### src/rtl/mem_pipe_pkg.sv
// memory pipeline shared definitions
// widths, memory depth and the opcode/state encodings used by both stages

`default_nettype none

package mem_pipe_pkg;

localparam int XLEN       = 32;                  // data and address width
localparam int REG_IDX_W  = 5;
localparam int DMEM_WORDS = 256;
localparam int DMEM_AW    = $clog2(DMEM_WORDS);  // word address width
localparam int BE_W       = XLEN / 8;            // byte lanes per word

typedef enum logic [1:0] {
    MEM_NONE  = 2'd0,
    MEM_LOAD  = 2'd1,
    MEM_STORE = 2'd2
} mem_op_e;

typedef enum logic [1:0] {
    SIZE_BYTE = 2'd0,
    SIZE_HALF = 2'd1,
    SIZE_WORD = 2'd2
} mem_size_e;

// writeback value source
typedef enum logic [1:0] {
    RD_SRC_ALU = 2'd0,
    RD_SRC_CSR = 2'd1,
    RD_SRC_MEM = 2'd2
} rd_src_e;

typedef enum logic {
    ST_RUN  = 1'b0,
    ST_TRAP = 1'b1
} ctrl_state_e;

endpackage : mem_pipe_pkg

`default_nettype wire

### src/rtl/mem_stage1.sv
// memory stage one
// latches the op from execute, issues the data memory request,
// reports branches and misalignment, and forwards ALU/CSR results

`timescale 1ns/100ps
`default_nettype none

module mem_stage1
    import mem_pipe_pkg::*;
(
    input  wire logic                 clk,
    input  wire logic                 rst_n,
    input  wire logic                 stall,
    input  wire logic                 m1_flush,
    input  wire logic                 m2_flush,
    input  wire logic                 e_valid,
    input  wire logic [XLEN-1:0]      e_pc,
    input  wire logic [XLEN-1:0]      e_alu_result,
    input  wire logic [XLEN-1:0]      e_rs2_val,
    input  wire logic [XLEN-1:0]      e_csr_old_val,
    input  wire logic [REG_IDX_W-1:0] e_rd_idx,
    input  wire logic                 e_rd_we,
    input  wire rd_src_e              e_rd_src,
    input  wire mem_op_e              e_mem_op,
    input  wire mem_size_e            e_mem_size,
    input  wire logic                 e_mem_signed,
    input  wire logic                 e_branch_taken,
    output logic [DMEM_AW-1:0]        mem_addr,
    output logic [DMEM_AW-1:0]        mem_waddr,
    output logic                      mem_re,
    output logic                      mem_we,
    output logic [BE_W-1:0]           mem_be,
    output logic [XLEN-1:0]           mem_wdata,
    output logic                      m1_valid,
    output logic [XLEN-1:0]           m1_pc,
    output logic [XLEN-1:0]           m1_alu_result,
    output logic [XLEN-1:0]           m1_csr_old_val,
    output logic [REG_IDX_W-1:0]      m1_rd_idx,
    output logic                      m1_rd_we,
    output rd_src_e                   m1_rd_src,
    output mem_op_e                   m1_mem_op,
    output mem_size_e                 m1_mem_size,
    output logic                      m1_mem_signed,
    output logic                      m1_branch,
    output logic                      m1_misalign,
    output logic [XLEN-1:0]           branch_target,
    output logic                      fwd1_we,
    output logic [REG_IDX_W-1:0]      fwd1_idx,
    output logic [XLEN-1:0]           fwd1_val,
    output logic                      fwd1_avail
);

logic            valid_q;
logic [XLEN-1:0] rs2_q;
logic            branch_q;
logic            misaligned;

always_ff @(posedge clk) begin
    if (!rst_n || m1_flush) begin
        valid_q <= 1'b0;
    end else if (!stall) begin
        valid_q <= e_valid;
    end
end

always_ff @(posedge clk) begin
    if (!stall) begin
        m1_pc          <= e_pc;
        m1_alu_result  <= e_alu_result;
        m1_csr_old_val <= e_csr_old_val;
        m1_rd_idx      <= e_rd_idx;
        m1_rd_we       <= e_rd_we;
        m1_rd_src      <= e_rd_src;
        m1_mem_op      <= e_mem_op;
        m1_mem_size    <= e_mem_size;
        m1_mem_signed  <= e_mem_signed;
        rs2_q          <= e_rs2_val;
        branch_q       <= e_branch_taken;
    end
end

assign m1_valid = valid_q && !m2_flush;

// load address comes straight from execute so the read lands with the op
assign mem_addr  = e_alu_result[DMEM_AW+1:2];
assign mem_re    = e_valid && !stall && (e_mem_op == MEM_LOAD);
assign mem_waddr = m1_alu_result[DMEM_AW+1:2];
assign mem_we    = m1_valid && !stall && (m1_mem_op == MEM_STORE);

always_comb begin
    unique case (m1_mem_size)
        SIZE_BYTE: begin
            mem_be     = BE_W'(1) << m1_alu_result[1:0];
            mem_wdata  = {(XLEN/8){rs2_q[7:0]}};   // replicate into every lane
            misaligned = 1'b0;
        end
        SIZE_HALF: begin
            mem_be     = BE_W'(3) << {m1_alu_result[1], 1'b0};
            mem_wdata  = {(XLEN/16){rs2_q[15:0]}};
            misaligned = m1_alu_result[0];
        end
        default: begin
            mem_be     = '1;
            mem_wdata  = rs2_q;
            misaligned = |m1_alu_result[1:0];
        end
    endcase
end

assign m1_misalign   = valid_q && (m1_mem_op != MEM_NONE) && misaligned;
assign m1_branch     = valid_q && branch_q;
assign branch_target = m1_alu_result;

// load data is not here yet, so loads report not available
assign fwd1_we    = valid_q && m1_rd_we;
assign fwd1_idx   = m1_rd_idx;
assign fwd1_avail = (m1_rd_src != RD_SRC_MEM);
assign fwd1_val   = (m1_rd_src == RD_SRC_CSR) ? m1_csr_old_val : m1_alu_result;

assert property (@(posedge clk) disable iff (!rst_n) mem_we |-> (mem_be != '0) && !m1_misalign)
    else $error("store request without byte enables or misaligned");

endmodule : mem_stage1

`default_nettype wire

### config.mk
export PLATFORM = sky130hd
export DESIGN_NAME = mem_stage1
export DESIGN_NICKNAME = d
export VERILOG_FILES = /design/src/rtl/mem_pipe_pkg.sv /design/src/rtl/mem_stage1.sv
export SDC_FILE = /design/constraint.sdc
export NUM_CORES = 1
export LEC_CHECK = 0
export CORE_AREA = 4 4 149 151
export DETAILED_ROUTE_END_ITERATION = 16
export DIE_AREA = 0 0 153 155
export DONT_BUFFER_PORTS = 1
export GPL_ROUTABILITY_DRIVEN = 0
export PLACE_DENSITY = 0.51
export SLEW_MARGIN = 5
export SYNTH_ARGS = -nofsm -noshare
export SYNTH_HDL_FRONTEND = slang
export SYNTH_SLANG_ARGS = --single-unit
### constraint.sdc
create_clock -name clk -period 3.9 [get_ports clk]
set_input_delay 0.78 -clock clk [delete_from_list [all_inputs] [get_ports clk]]
set_output_delay 0.78 -clock clk [all_outputs]
set_load 0.005 [all_outputs]
Word-level counts from Yosys, hierarchy flattened
Index checks and enable logic that the tools add are counted.
Storage, ports and cells
  bits in registers: 143
  output and inout port bits: 237
  word-level logic and storage cells: 39
  bits of input ports: 148
Operators by class
  shifts and indexed selects: 2
  mux-type cells: 4
  equal/unequal tests: 5
  reduce and logical (&&, ||, !) cells: 16
Operators with widths (count)
  one-hot mux 32 bit (2 select lines): 1
  2-to-1 mux 32 bit: 1
  logical AND 1 bit: 9
  one-hot mux 4 bit (2 select lines): 1
  equality test 2 x 1 -> 1 bit, second input constant: 3
  left shift 1 x 2 -> 4 bit, first input constant: 1
  left shift 2 x 2 -> 4 bit, first input constant: 1
  logical NOT 1 bit: 3
  equality test 2 bit, second input constant: 1
  logical NOT 2 bit: 1
  inequality test 2 bit, second input constant: 1
  one-hot mux 1 bit (2 select lines): 1
  nonzero test 2 bit: 1
  OR reduction 2 bit: 1
  logical OR 1 bit: 1

Logic depth before layout (Yosys ltp)
Gate-level depths: netlist (run 1).
  word-level depth: 4
  gate-level depth with buffers: 4

Least setup slack after synthesis (run 1)
OpenSTA, ideal clock, no wires.
  path kind: input-to-reg
  start point: input port stall
  end point: register branch_q, enable pin
  arrival time: 3.521 ns
  setup slack: -0.115 ns
  cell stages on the path: 1
  path through: inv_1
RTL lines
  start: declaration: line mem_stage1.sv:13  | input wire logic stall,
  end signal: assignment: line mem_stage1.sv:78  | branch_q <= e_branch_taken;
  end: declaration: line mem_stage1.sv:55  | logic branch_q;
No word-level cell between the ends.

Final worst setup path (run 1)
  start point: register m1_rd_src[1]
  end point: output port fwd1_val[29]
Between the ends
  longest elaborated chain between the ends: 2
RTL lines
  start: declaration: line mem_stage1.sv:40  | output rd_src_e m1_rd_src,
  start signal: assignment: line mem_stage1.sv:73  | m1_rd_src <= e_rd_src;
  equality test 2 x 1 -> 1 bit: line mem_stage1.sv:118  | assign fwd1_val = (m1_rd_src == RD_SRC_CSR) ? m1_csr_old_val : m1_alu_result;
  2-to-1 mux 32 bit: line mem_stage1.sv:118
  end: declaration: line mem_stage1.sv:49  | output logic [XLEN-1:0] fwd1_val,
No other way between the ends.

==> results of run 1 <==
power groups by stage:
stage               Clock (mW)  Combinational (mW)  Sequential, mW
floorplan                    0               0.249            1.93
global placement             0               0.194            1.99
detailed placement           0               0.195            1.99
CTS                       1.60               0.195            1.96
global route              1.68               0.206            1.97
finish                    1.54               0.191            1.95
flip-flops by register name, indices dropped and copies added (netlist names):
signal,cells
branch_target,32
m1_csr_old_val,32
m1_pc,32
rs2_q,32
fwd1_idx,5
m1_mem_op,2
m1_mem_size,2
m1_rd_src,2
branch_q,1
m1_mem_signed,1
m1_rd_we,1
valid_q,1
metal layers:
metal	global-route usage [%]	up-vias	part of all wire [%]
met5	0	-	0
met4	3.69	0	1.3
met3	5.87	9	11
met2	18.9	215	54
met1	10.8	1200	34
li1	-	995	-
stage by stage:
step | hold WS (ns) | power (mW)
after global placement | 0.630 | 2.18
after floorplan | 0.528 | 2.18
after detailed placement | 0.653 | 2.19
after CTS | 0.406 | 3.75
final | 0.438 | 3.68
after global routing | 0.402 | 3.85
layout by cell type, fill, tap and decap left out, types with 2 or more instances in the layout:
cell        count
mux2_4         30
mux2i_1         9
inv_8           4
nor2_1          2
edfxtp_1      142
nand2_1         8
o21bai_1        2
o21ai_0         9
clkinvlp_4      2
and2_1          2
clkbuf_16      17
clkinv_4        2
a21o_1          2
inv_6           6
buf_4           3
mux2_2         18
cell type report:
class / count / area share (%)
Sequential cell: 143 / 69.1
Multi-Input combinational cell: 92 / 15.3
Clock buffer: 17 / 6.86
Tap cell: 275 / 5.55
Clock inverter: 15 / 2.32
Timing Repair Buffer: 4 / 0.686
Inverter: 2 / 0.182
worst min path at each step:
stage | slack (ns) | to
detailed placement | 0.65 | valid_q$_SDFFE_PP0N_
global placement | 0.63 | valid_q$_SDFFE_PP0N_
finish | 0.44 | valid_q$_SDFFE_PP0N_
floorplan | 0.53 | valid_q$_SDFFE_PP0N_
CTS | 0.41 | valid_q$_SDFFE_PP0N_
global route | 0.40 | valid_q$_SDFFE_PP0N_
cells by family (layout without fill, tap and decap cells):
| family | Yosys count | after routing | synth area share [%] |
|---|---|---|---|
| AOI/OAI and AO/OA | 14 | 14 | 1.38 |
| muxes | 57 | 57 | 12.8 |
| and+or+nand+nor | 21 | 21 | 2.16 |
| buffers and inverters | 71 | 38 | 9.68 |
| DFF | 143 | 143 | 74.0 |
worst max-delay path, stage by stage, from the launching register on:
cell	delay, ns
edfxtp_1	0.46
nor2b_4	0.48
buf_4	0.45
mux2_4	0.35
==> results.txt, run 1 <==
Power per cell area: 594 nW/um^2
Synth area leader: edfxtp_1
CP Capture Type: output port
Fin crit share: 75.7%
Final HPWL DP: 10.4 mm
Clock skew: 0 ns
P_leak: 2.14 nW
Crit path time final: 2.95 ns
Setup repair bufs after CTS: 0
Layout Utilization: 29.8%
RSZ-0062 raised after global routing: false
Clk pwr share: 41.8%
Number of synthesized flops with an enable pin: 142
Routed wire length per instance: 24.3 um
Psw: 0.907 mW
Seq/Total Area, Yosys: 74.0%
Dpl cell area: 5630 um^2
# port buffers: 0
Final wirelength: 13.3 mm
Register-to-Register Path Depth: 2
Die area: 23700 um^2
Internal: 2.78 mW
Sw Ratio: 24.6%
Drt first pass iters: 4
Pin count of the biggest net entering global routing: 82
Post-DR vias/cell: 4.41
# rows: 53
Multi-input gate area: 948 um^2
Synth top cells by count: edfxtp_1, buf_4, mux2_4
Die H: 155 um
Max cap viols: 0
Post-Place Worst Slack: 1.35 ns
Post-CTS Resized: 0
Clock sinks: 143
Flop pwr share: 53.0%
Placed Cells: 516
Fmax: 339 MHz
Final Hold Viols: 0
Crit-path max FO: 20
Reg-to-reg startpoint: valid_q$_SDFFE_PP0N_
Clock Latency Late Sink: 0.41 ns
Seq. cell area: 4280 um^2
Vias in the first global route: 2732
Main synth FF type: edfxtp_1
Worst-path clk slew: 0.07 ns
Setup violators final: 0
Reg-to-reg critical path endpoint: valid_q$_SDFFE_PP0N_
Slew @ Worst Pin: 0.799 ns
Logic gate share of total power: 5.2%
First-pass GRT wire length: 18.6 mm
Critical path type: register to output port
Maximum vdd drop: 0.246 mV
First DRT Iteration DRCs: 103
Post-synth net total: 454
Asr flop ratio synth: 0%
Fill cells: 2035
DRC errors left: 0
# H-tree levels: 4
Setup TNS: 0 ns
Initial antenna violation count: 0
TritonCTS Buffers: 17
Post-route ant nets: 0
Core ar.: 20800 um^2
Netlist cell types: 27
CTS Hold Buffers Added: 0
Post-synth top area share: 73.6%
Total track usage: 10.7%
Hold wc startpoint: m1_flush
WHS Path Cells: 1
Flop-to-flop setup slack: 3.10 ns
Outcome: complete, no violations
Critical path arrival: 2.17 ns
Io pins: 385
Crit path to: fwd1_val[29]
WP data required: 3.12 ns
Yosys warns: 0
Setup WS post-layout: 0.948 ns
Synth Cell Area: 5790 um^2
Vias: 2419
Congestion Overflow GR: 0
Final instance area: 6200 um^2
Share of layout cells above drive strength 1: 32.2%
CTS Buffer Depth: 2
Clock Tree Root: clkbuf_16
Top-count cell post-synth: edfxtp_1
Final net count: 408
Slew Viols, Final: 0
Synth Register Bits: 143
Max transition margin: 46.8%
Initial Util: 27.8%
Post-Layout Cell Count: 548
Syn Area/Cell: 18.9 um^2
Ranking of synthesized cells by area: edfxtp_1, buf_4, mux2_4, mux2_2, mux2i_1
Chip Width: 153 um
ANT cells: 0
Cells after Synth: 306
HP Class: input port to register
TritonCTS clock tree: built
Area Growth Syn to Fin: 7.02%
CP Launch Type: register
Setup crit start: m1_rd_src[1]$_DFFE_PN_
Power figures use the tool's default switching activity.
==> inputs of run 2 (changes only) <==
==> constraint.sdc (replaced) <==
create_clock -name clk -period 2.5 [get_ports clk]
set_input_delay 0.5 -clock clk [delete_from_list [all_inputs] [get_ports clk]]
set_output_delay 0.5 -clock clk [all_outputs]
set_load 0.005 [all_outputs]
==> results.txt, run 2 (synthesis gave the netlist of run 1 again) <==
Total track usage: 10.6% (-0.077 points)
HP Class: input port to register
Power per cell area: 934 nW/um^2 (+57%)
WP data required: 2.00 ns (-1.12 ns)
Crit-path max FO: 32 (+60%)
Final HPWL DP: 10.4 mm (-0.27%)
RSZ-0062 raised after global routing: false
Commonest non-fill, non-tap cell in the layout: edfxtp_1
Post-CTS Resized: 0 (unchanged)
CP top delay family: flip-flops
Clock Tree Root: clkbuf_16
WHS Path Cells: 1 (unchanged)
Maximum vdd drop: 0.498 mV (+100%)
Setup violators final: 0 (unchanged)
Outcome: complete, no violations
DRC errors left: 0 (unchanged)
Worst-path clk slew: 0.07 ns (about the same)
CP Launch Type: register
Fin Hold WS: 0.166 ns (-0.272 ns)
Slew Viols, Final: 0 (unchanged)
Congestion Overflow GR: 0 (unchanged)
Drt first pass iters: 4 (unchanged)
Initial antenna violation count: 0 (unchanged)
Area Growth Syn to Fin: 7.93%
Crit path largest cell delay: 0.47 ns (about the same)
Reg-to-reg critical path endpoint: valid_q$_SDFFE_PP0N_
Die area: 23700 um^2 (unchanged)
Post-route ant nets: 0 (unchanged)
Critical path's slowest cell: edfxtp_1
CTS Buffer Depth: 2 (unchanged)
Flop-to-flop setup slack: 1.67 ns (-1.43 ns)
# H-tree levels: 4 (unchanged)
Routed wire length per instance: 24.4 um (+0.34%)
Clock sinks: 143 (unchanged)
Crit path time final: 2.19 ns
Crit-path cells: nor2b_4 > buf_12 > mux2_2
Core ar.: 20800 um^2 (unchanged)
Register-to-Register Path Depth: 2 (unchanged)
CP Capture Type: output port
CTS Hold Buffers Added: 0 (unchanged)
Vias in the first global route: 2675 (-2.1%)
Min-Delay Endpoint: valid_q$_SDFFE_PP0N_
CP bufs+invs: 1 (unchanged)
TritonCTS clock tree: built
Setup repair bufs after CTS: 0 (unchanged)
First-pass GRT wire length: 18.5 mm (-0.92%)
Die H: 155 um (unchanged)
Final wirelength: 13.4 mm (+0.53%)
Slew @ Worst Pin: 0.439 ns (-0.360 ns)
Chip Width: 153 um (unchanged)
Share of layout cells above drive strength 1: 32.5% (+0.25 points)
Critical path type: register to output port
Placed Cells: 517 (+0.19%)
Most frequent cells in the layout: edfxtp_1, mux2_4, mux2_2
Pin count of the biggest net entering global routing: 66 (-20%)
Max transition margin: 70.3% (+24 points)
# rows: 53 (unchanged)
Final Hold Viols: 0 (unchanged)
First DRT Iteration DRCs: 119 (+16%)
TritonCTS Buffers: 17 (unchanged)
Post-Layout Cell Count: 549 (+0.18%)
Final net count: 409 (+0.25%)
Reg-to-reg startpoint: valid_q$_SDFFE_PP0N_
Initial Util: 27.8% (unchanged)
Clock skew: 0 ns (unchanged)
P_leak: 2.17 nW (+1.2%)
ANT cells: 0 (unchanged)
Max cap viols: 0 (unchanged)
Hold wc startpoint: m1_flush
Clock Latency Late Sink: 0.41 ns (about the same)
Io pins: 385 (unchanged)
Fmax: 456 MHz
Post-DR vias/cell: 4.44 (+0.48%)
Critical path arrival: 1.69 ns (-0.48 ns)
Setup crit start: m1_rd_src[1]$_DFFE_PN_
# port buffers: 0 (unchanged)
Fin crit share: 87.7%
Vias: 2435 (+0.66%)
## run 2: cell types whose count changed in the layout (fill, tap and decap cells not counted)
| cell | delta |
|---|---|
| clkinv_4 | -1 |
| bufinv_16 | +1 |
| buf_4 | -1 |
| inv_6 | +2 |
| inv_8 | -1 |
| clkinvlp_4 | -1 |
| buf_12 | +2 |
## run 2: cell type report
cell class | count | area (um^2)
inverter | 2 | 11.3
tap | 275 | 344
sequential | 143 | 4280
timing repair buffer | 5 | 75.1
multi-input combinational | 92 | 948
clock inverter | 15 | 164
fill | 2032 | 14600
clock buffer | 17 | 425
## run 2: through the flow
step | instance area [um^2] | utilization (%) | power [mW] | setup TNS [ns] | setup WS (ns)
final | 6250 | 30.0 | 5.84 | 0 | 0.308
after global routing | 6250 | 30.0 | 6.11 | 0 | 0.212
after CTS | 6250 | 30.0 | 5.95 | 0 | 0.270
after detailed placement | 5660 | 27.2 | 3.42 | 0 | 0.714
after global placement | 5660 | 27.2 | 3.42 | 0 | 0.726
after floorplan | 5800 | - | 3.40 | -62.50 | -0.440
## run 2: worst max path at each step
stage	endpoint	slack (ns)	cells past startpoint
floorplan	branch_q$_DFFE_PN_	-0.44	1
global placement	fwd1_val[31]	0.73	3
detailed placement	fwd1_val[31]	0.71	3
CTS	fwd1_val[31]	0.27	3
global route	fwd1_val[31]	0.21	3
finish	fwd1_val[31]	0.31	3
## run 2: where the power goes
part | switching, mW | internal, mW | leakage [nW]
Clock | 1.06 | 1.42 | 0.293
Combinational | 0.162 | 0.156 | 0.476
Sequential | 0.182 | 2.86 | 1.40
## run 2: routing by layer
layer  global-route usage (%)  wire length [um]  vias up
li1                         -                 -      995
met1                     11.0              4610     1202
met2                     18.7              7180      227
met3                     5.45              1420       11
met4                     3.69               186        0
met5                        0                 0        -
==> inputs of run 3 (changes only) <==
--- a/config.mk
+++ b/config.mk
@@ -5,12 +5,13 @@
 export SDC_FILE = /design/constraint.sdc
 export NUM_CORES = 1
 export LEC_CHECK = 0
-export CORE_AREA = 4 4 149 151
+export CORE_AREA = 4 4 146 148
 export DETAILED_ROUTE_END_ITERATION = 16
-export DIE_AREA = 0 0 153 155
+export DIE_AREA = 0 0 150 152
 export DONT_BUFFER_PORTS = 1
 export GPL_ROUTABILITY_DRIVEN = 0
-export PLACE_DENSITY = 0.51
+export PLACE_DENSITY = 0.52
+export SKIP_LAST_GASP = 1
 export SLEW_MARGIN = 5
 export SYNTH_ARGS = -nofsm -noshare
 export SYNTH_HDL_FRONTEND = slang
==> constraint.sdc (replaced) <==
create_clock -name clk -period 2.5 [get_ports clk]
set_input_delay 0.5 -clock clk [delete_from_list [all_inputs] [get_ports clk]]
set_output_delay 0.5 -clock clk [all_outputs]
set_load 0.02 [all_outputs]
==> results.txt, run 3 (synthesis gave the netlist of run 1 again) <==
Outcome: complete, no violations
Hold wc startpoint: m1_flush
Io pins: 385 (unchanged)
Die area: 22800 um^2 (-3.9%)
CP Launch Type: register
CTS Buffer Depth: 2 (unchanged)
Crit-path cells: nor2b_4 > buf_6 > mux2_2
Crit path largest cell delay: 0.52 ns (+0.05 ns)
Setup TNS: 0 ns (unchanged)
# H-tree levels: 4 (unchanged)
Vias in the first global route: 2827 (+5.7%)
Slew Viols, Final: 0 (unchanged)
First DRT Iteration DRCs: 98 (-18%)
TritonCTS clock tree: built
Clock Latency Late Sink: 0.41 ns (about the same)
Critical path arrival: 1.81 ns (+0.12 ns)
Chip Width: 150 um (-2.0%)
Fin crit share: 92.6% (+4.9 points)
DRC errors left: 0 (unchanged)
Most frequent cells in the layout: edfxtp_1, mux2_4, buf_4
Reg-to-reg startpoint: valid_q$_SDFFE_PP0N_
Clock Tree Root: clkbuf_16
Reg-to-reg critical path endpoint: valid_q$_SDFFE_PP0N_
Fmax: 432 MHz (-5.3%)
Post-route ant nets: 0 (unchanged)
Final Hold Viols: 0 (unchanged)
Slew @ Worst Pin: 0.680 ns (+0.241 ns)
# rows: 52 (-1.9%)
Congestion Overflow GR: 0 (unchanged)
Min-Delay Endpoint: valid_q$_SDFFE_PP0N_
WP data required: 2.00 ns (about the same)
Setup violators final: 0 (unchanged)
Power per cell area: 995 nW/um^2 (+6.5%)
Core ar.: 20000 um^2 (-3.8%)
CP Capture Type: output port
Crit-path max FO: 21 (-34%)
Register-to-Register Path Depth: 2 (unchanged)
Clock skew: 0 ns (unchanged)
Initial antenna violation count: 1 (+1)
Critical path type: register to output port
Flop-to-flop setup slack: 1.66 ns (about the same)
Post-DR vias/cell: 4.49 (+1.3%)
Crit path time final: 2.31 ns (+0.123 ns)
Area Growth Syn to Fin: 11.3%
Initial Util: 28.9% (+1.1 points)
Total track usage: 12.1% (+1.4 points)
Post-Place Worst Slack: 0.505 ns (-0.209 ns)
Setup WS post-layout: 0.186 ns (-0.123 ns)
Placed Cells: 534 (+3.3%)
ANT cells: 0 (unchanged)
First-pass GRT wire length: 19.7 mm (+6.4%)
Critical path's slowest cell: edfxtp_1
WHS Path Cells: 1 (unchanged)
Max transition margin: 54.7% (-16 points)
Final net count: 433 (+5.9%)
Final wirelength: 14.5 mm (+8.3%)
Max cap viols: 0 (unchanged)
Maximum vdd drop: 0.398 mV (-20%)
Final HPWL DP: 11.4 mm (+9.2%)
Drt first pass iters: 4 (unchanged)
Clock sinks: 143 (unchanged)
HP Class: input port to register
Post-Layout Cell Count: 568 (+3.5%)
RSZ-0062 raised after global routing: false
Pin count of the biggest net entering global routing: 73 (+11%)
Worst-path clk slew: 0.06 ns (about the same)
Routed wire length per instance: 25.5 um (+4.7%)
Vias: 2551 (+4.8%)
Commonest non-fill, non-tap cell in the layout: edfxtp_1
P_leak: 2.29 nW (+5.7%)
# port buffers: 0 (unchanged)
Die H: 152 um (-1.9%)
Tot Pwr: 6.41 mW (+9.8%)
TritonCTS Buffers: 17 (unchanged)
Share of layout cells above drive strength 1: 36.9% (+4.4 points)
[run 3: critical path: cells and delay by family, from the launching register on]
| family | cells | cell delay (ns) |
|---|---|---|
| buffers and inverters | 1 | 0.28 |
| and+or+nand+nor | 1 | 0.17 |
| DFF | 1 | 0.52 |
| muxes | 1 | 0.44 |
[run 3: worst max-delay path by stage]
stage	startpoint	endpoint	slack (ns)	cells after the start
after CTS	m1_rd_src[0]$_DFFE_PN_	fwd1_val[31]	0.05	3
after global placement	m1_rd_src[1]$_DFFE_PN_	fwd1_val[31]	0.54	3
final	m1_rd_src[1]$_DFFE_PN_	fwd1_val[31]	0.19	3
after detailed placement	m1_rd_src[0]$_DFFE_PN_	fwd1_val[31]	0.51	3
after global routing	m1_rd_src[1]$_DFFE_PN_	fwd1_val[31]	0.09	3
after floorplan	stall	branch_q$_DFFE_PN_	-0.44	1
[run 3: where the power goes]
part / switching [mW] / internal (mW)
sequential: 0.361 / 2.86
combinational: 0.365 / 0.202
clock: 0.953 / 1.67
[run 3: final cells by class]
class / count / area (um^2)
inverters: 2 / 11.3
well taps: 270 / 338
flip-flops and latches: 143 / 4280
multi-input cells: 92 / 948
clock inverters: 15 / 193
repair buffers: 29 / 246
clock buffers: 17 / 425
fillers: 1963 / 13600
[run 3: what timing repair did]
item                       4_1_cts  5_1_grt
setup endpoints to repair        0        9
hold buffers                     0        0
setup buffers                    0        2
gates resized for setup          0        1
hold endpoints to repair         0        0
[run 3: layer usage]
metal  up-vias  wire length, um  track usage, %
met4         2              229            4.18
met3        14             2020            8.22
met1      1249             4660            11.1
met2       238             7580            21.1
li1       1048                -               -
met5         -               13               0
[run 3: stage by stage]
step / instance area, um^2 / util (%) / hold WS, ns
6_report: 6450 / 32.2 / 0.170
5_1_grt: 6450 / 32.2 / 0.144
4_1_cts: 6430 / 32.1 / 0.142
3_5_place_dp: 5810 / 29.0 / 0.588
3_3_place_gp: 5810 / 29.0 / 0.587
2_1_floorplan: 5800 / - / 0.528
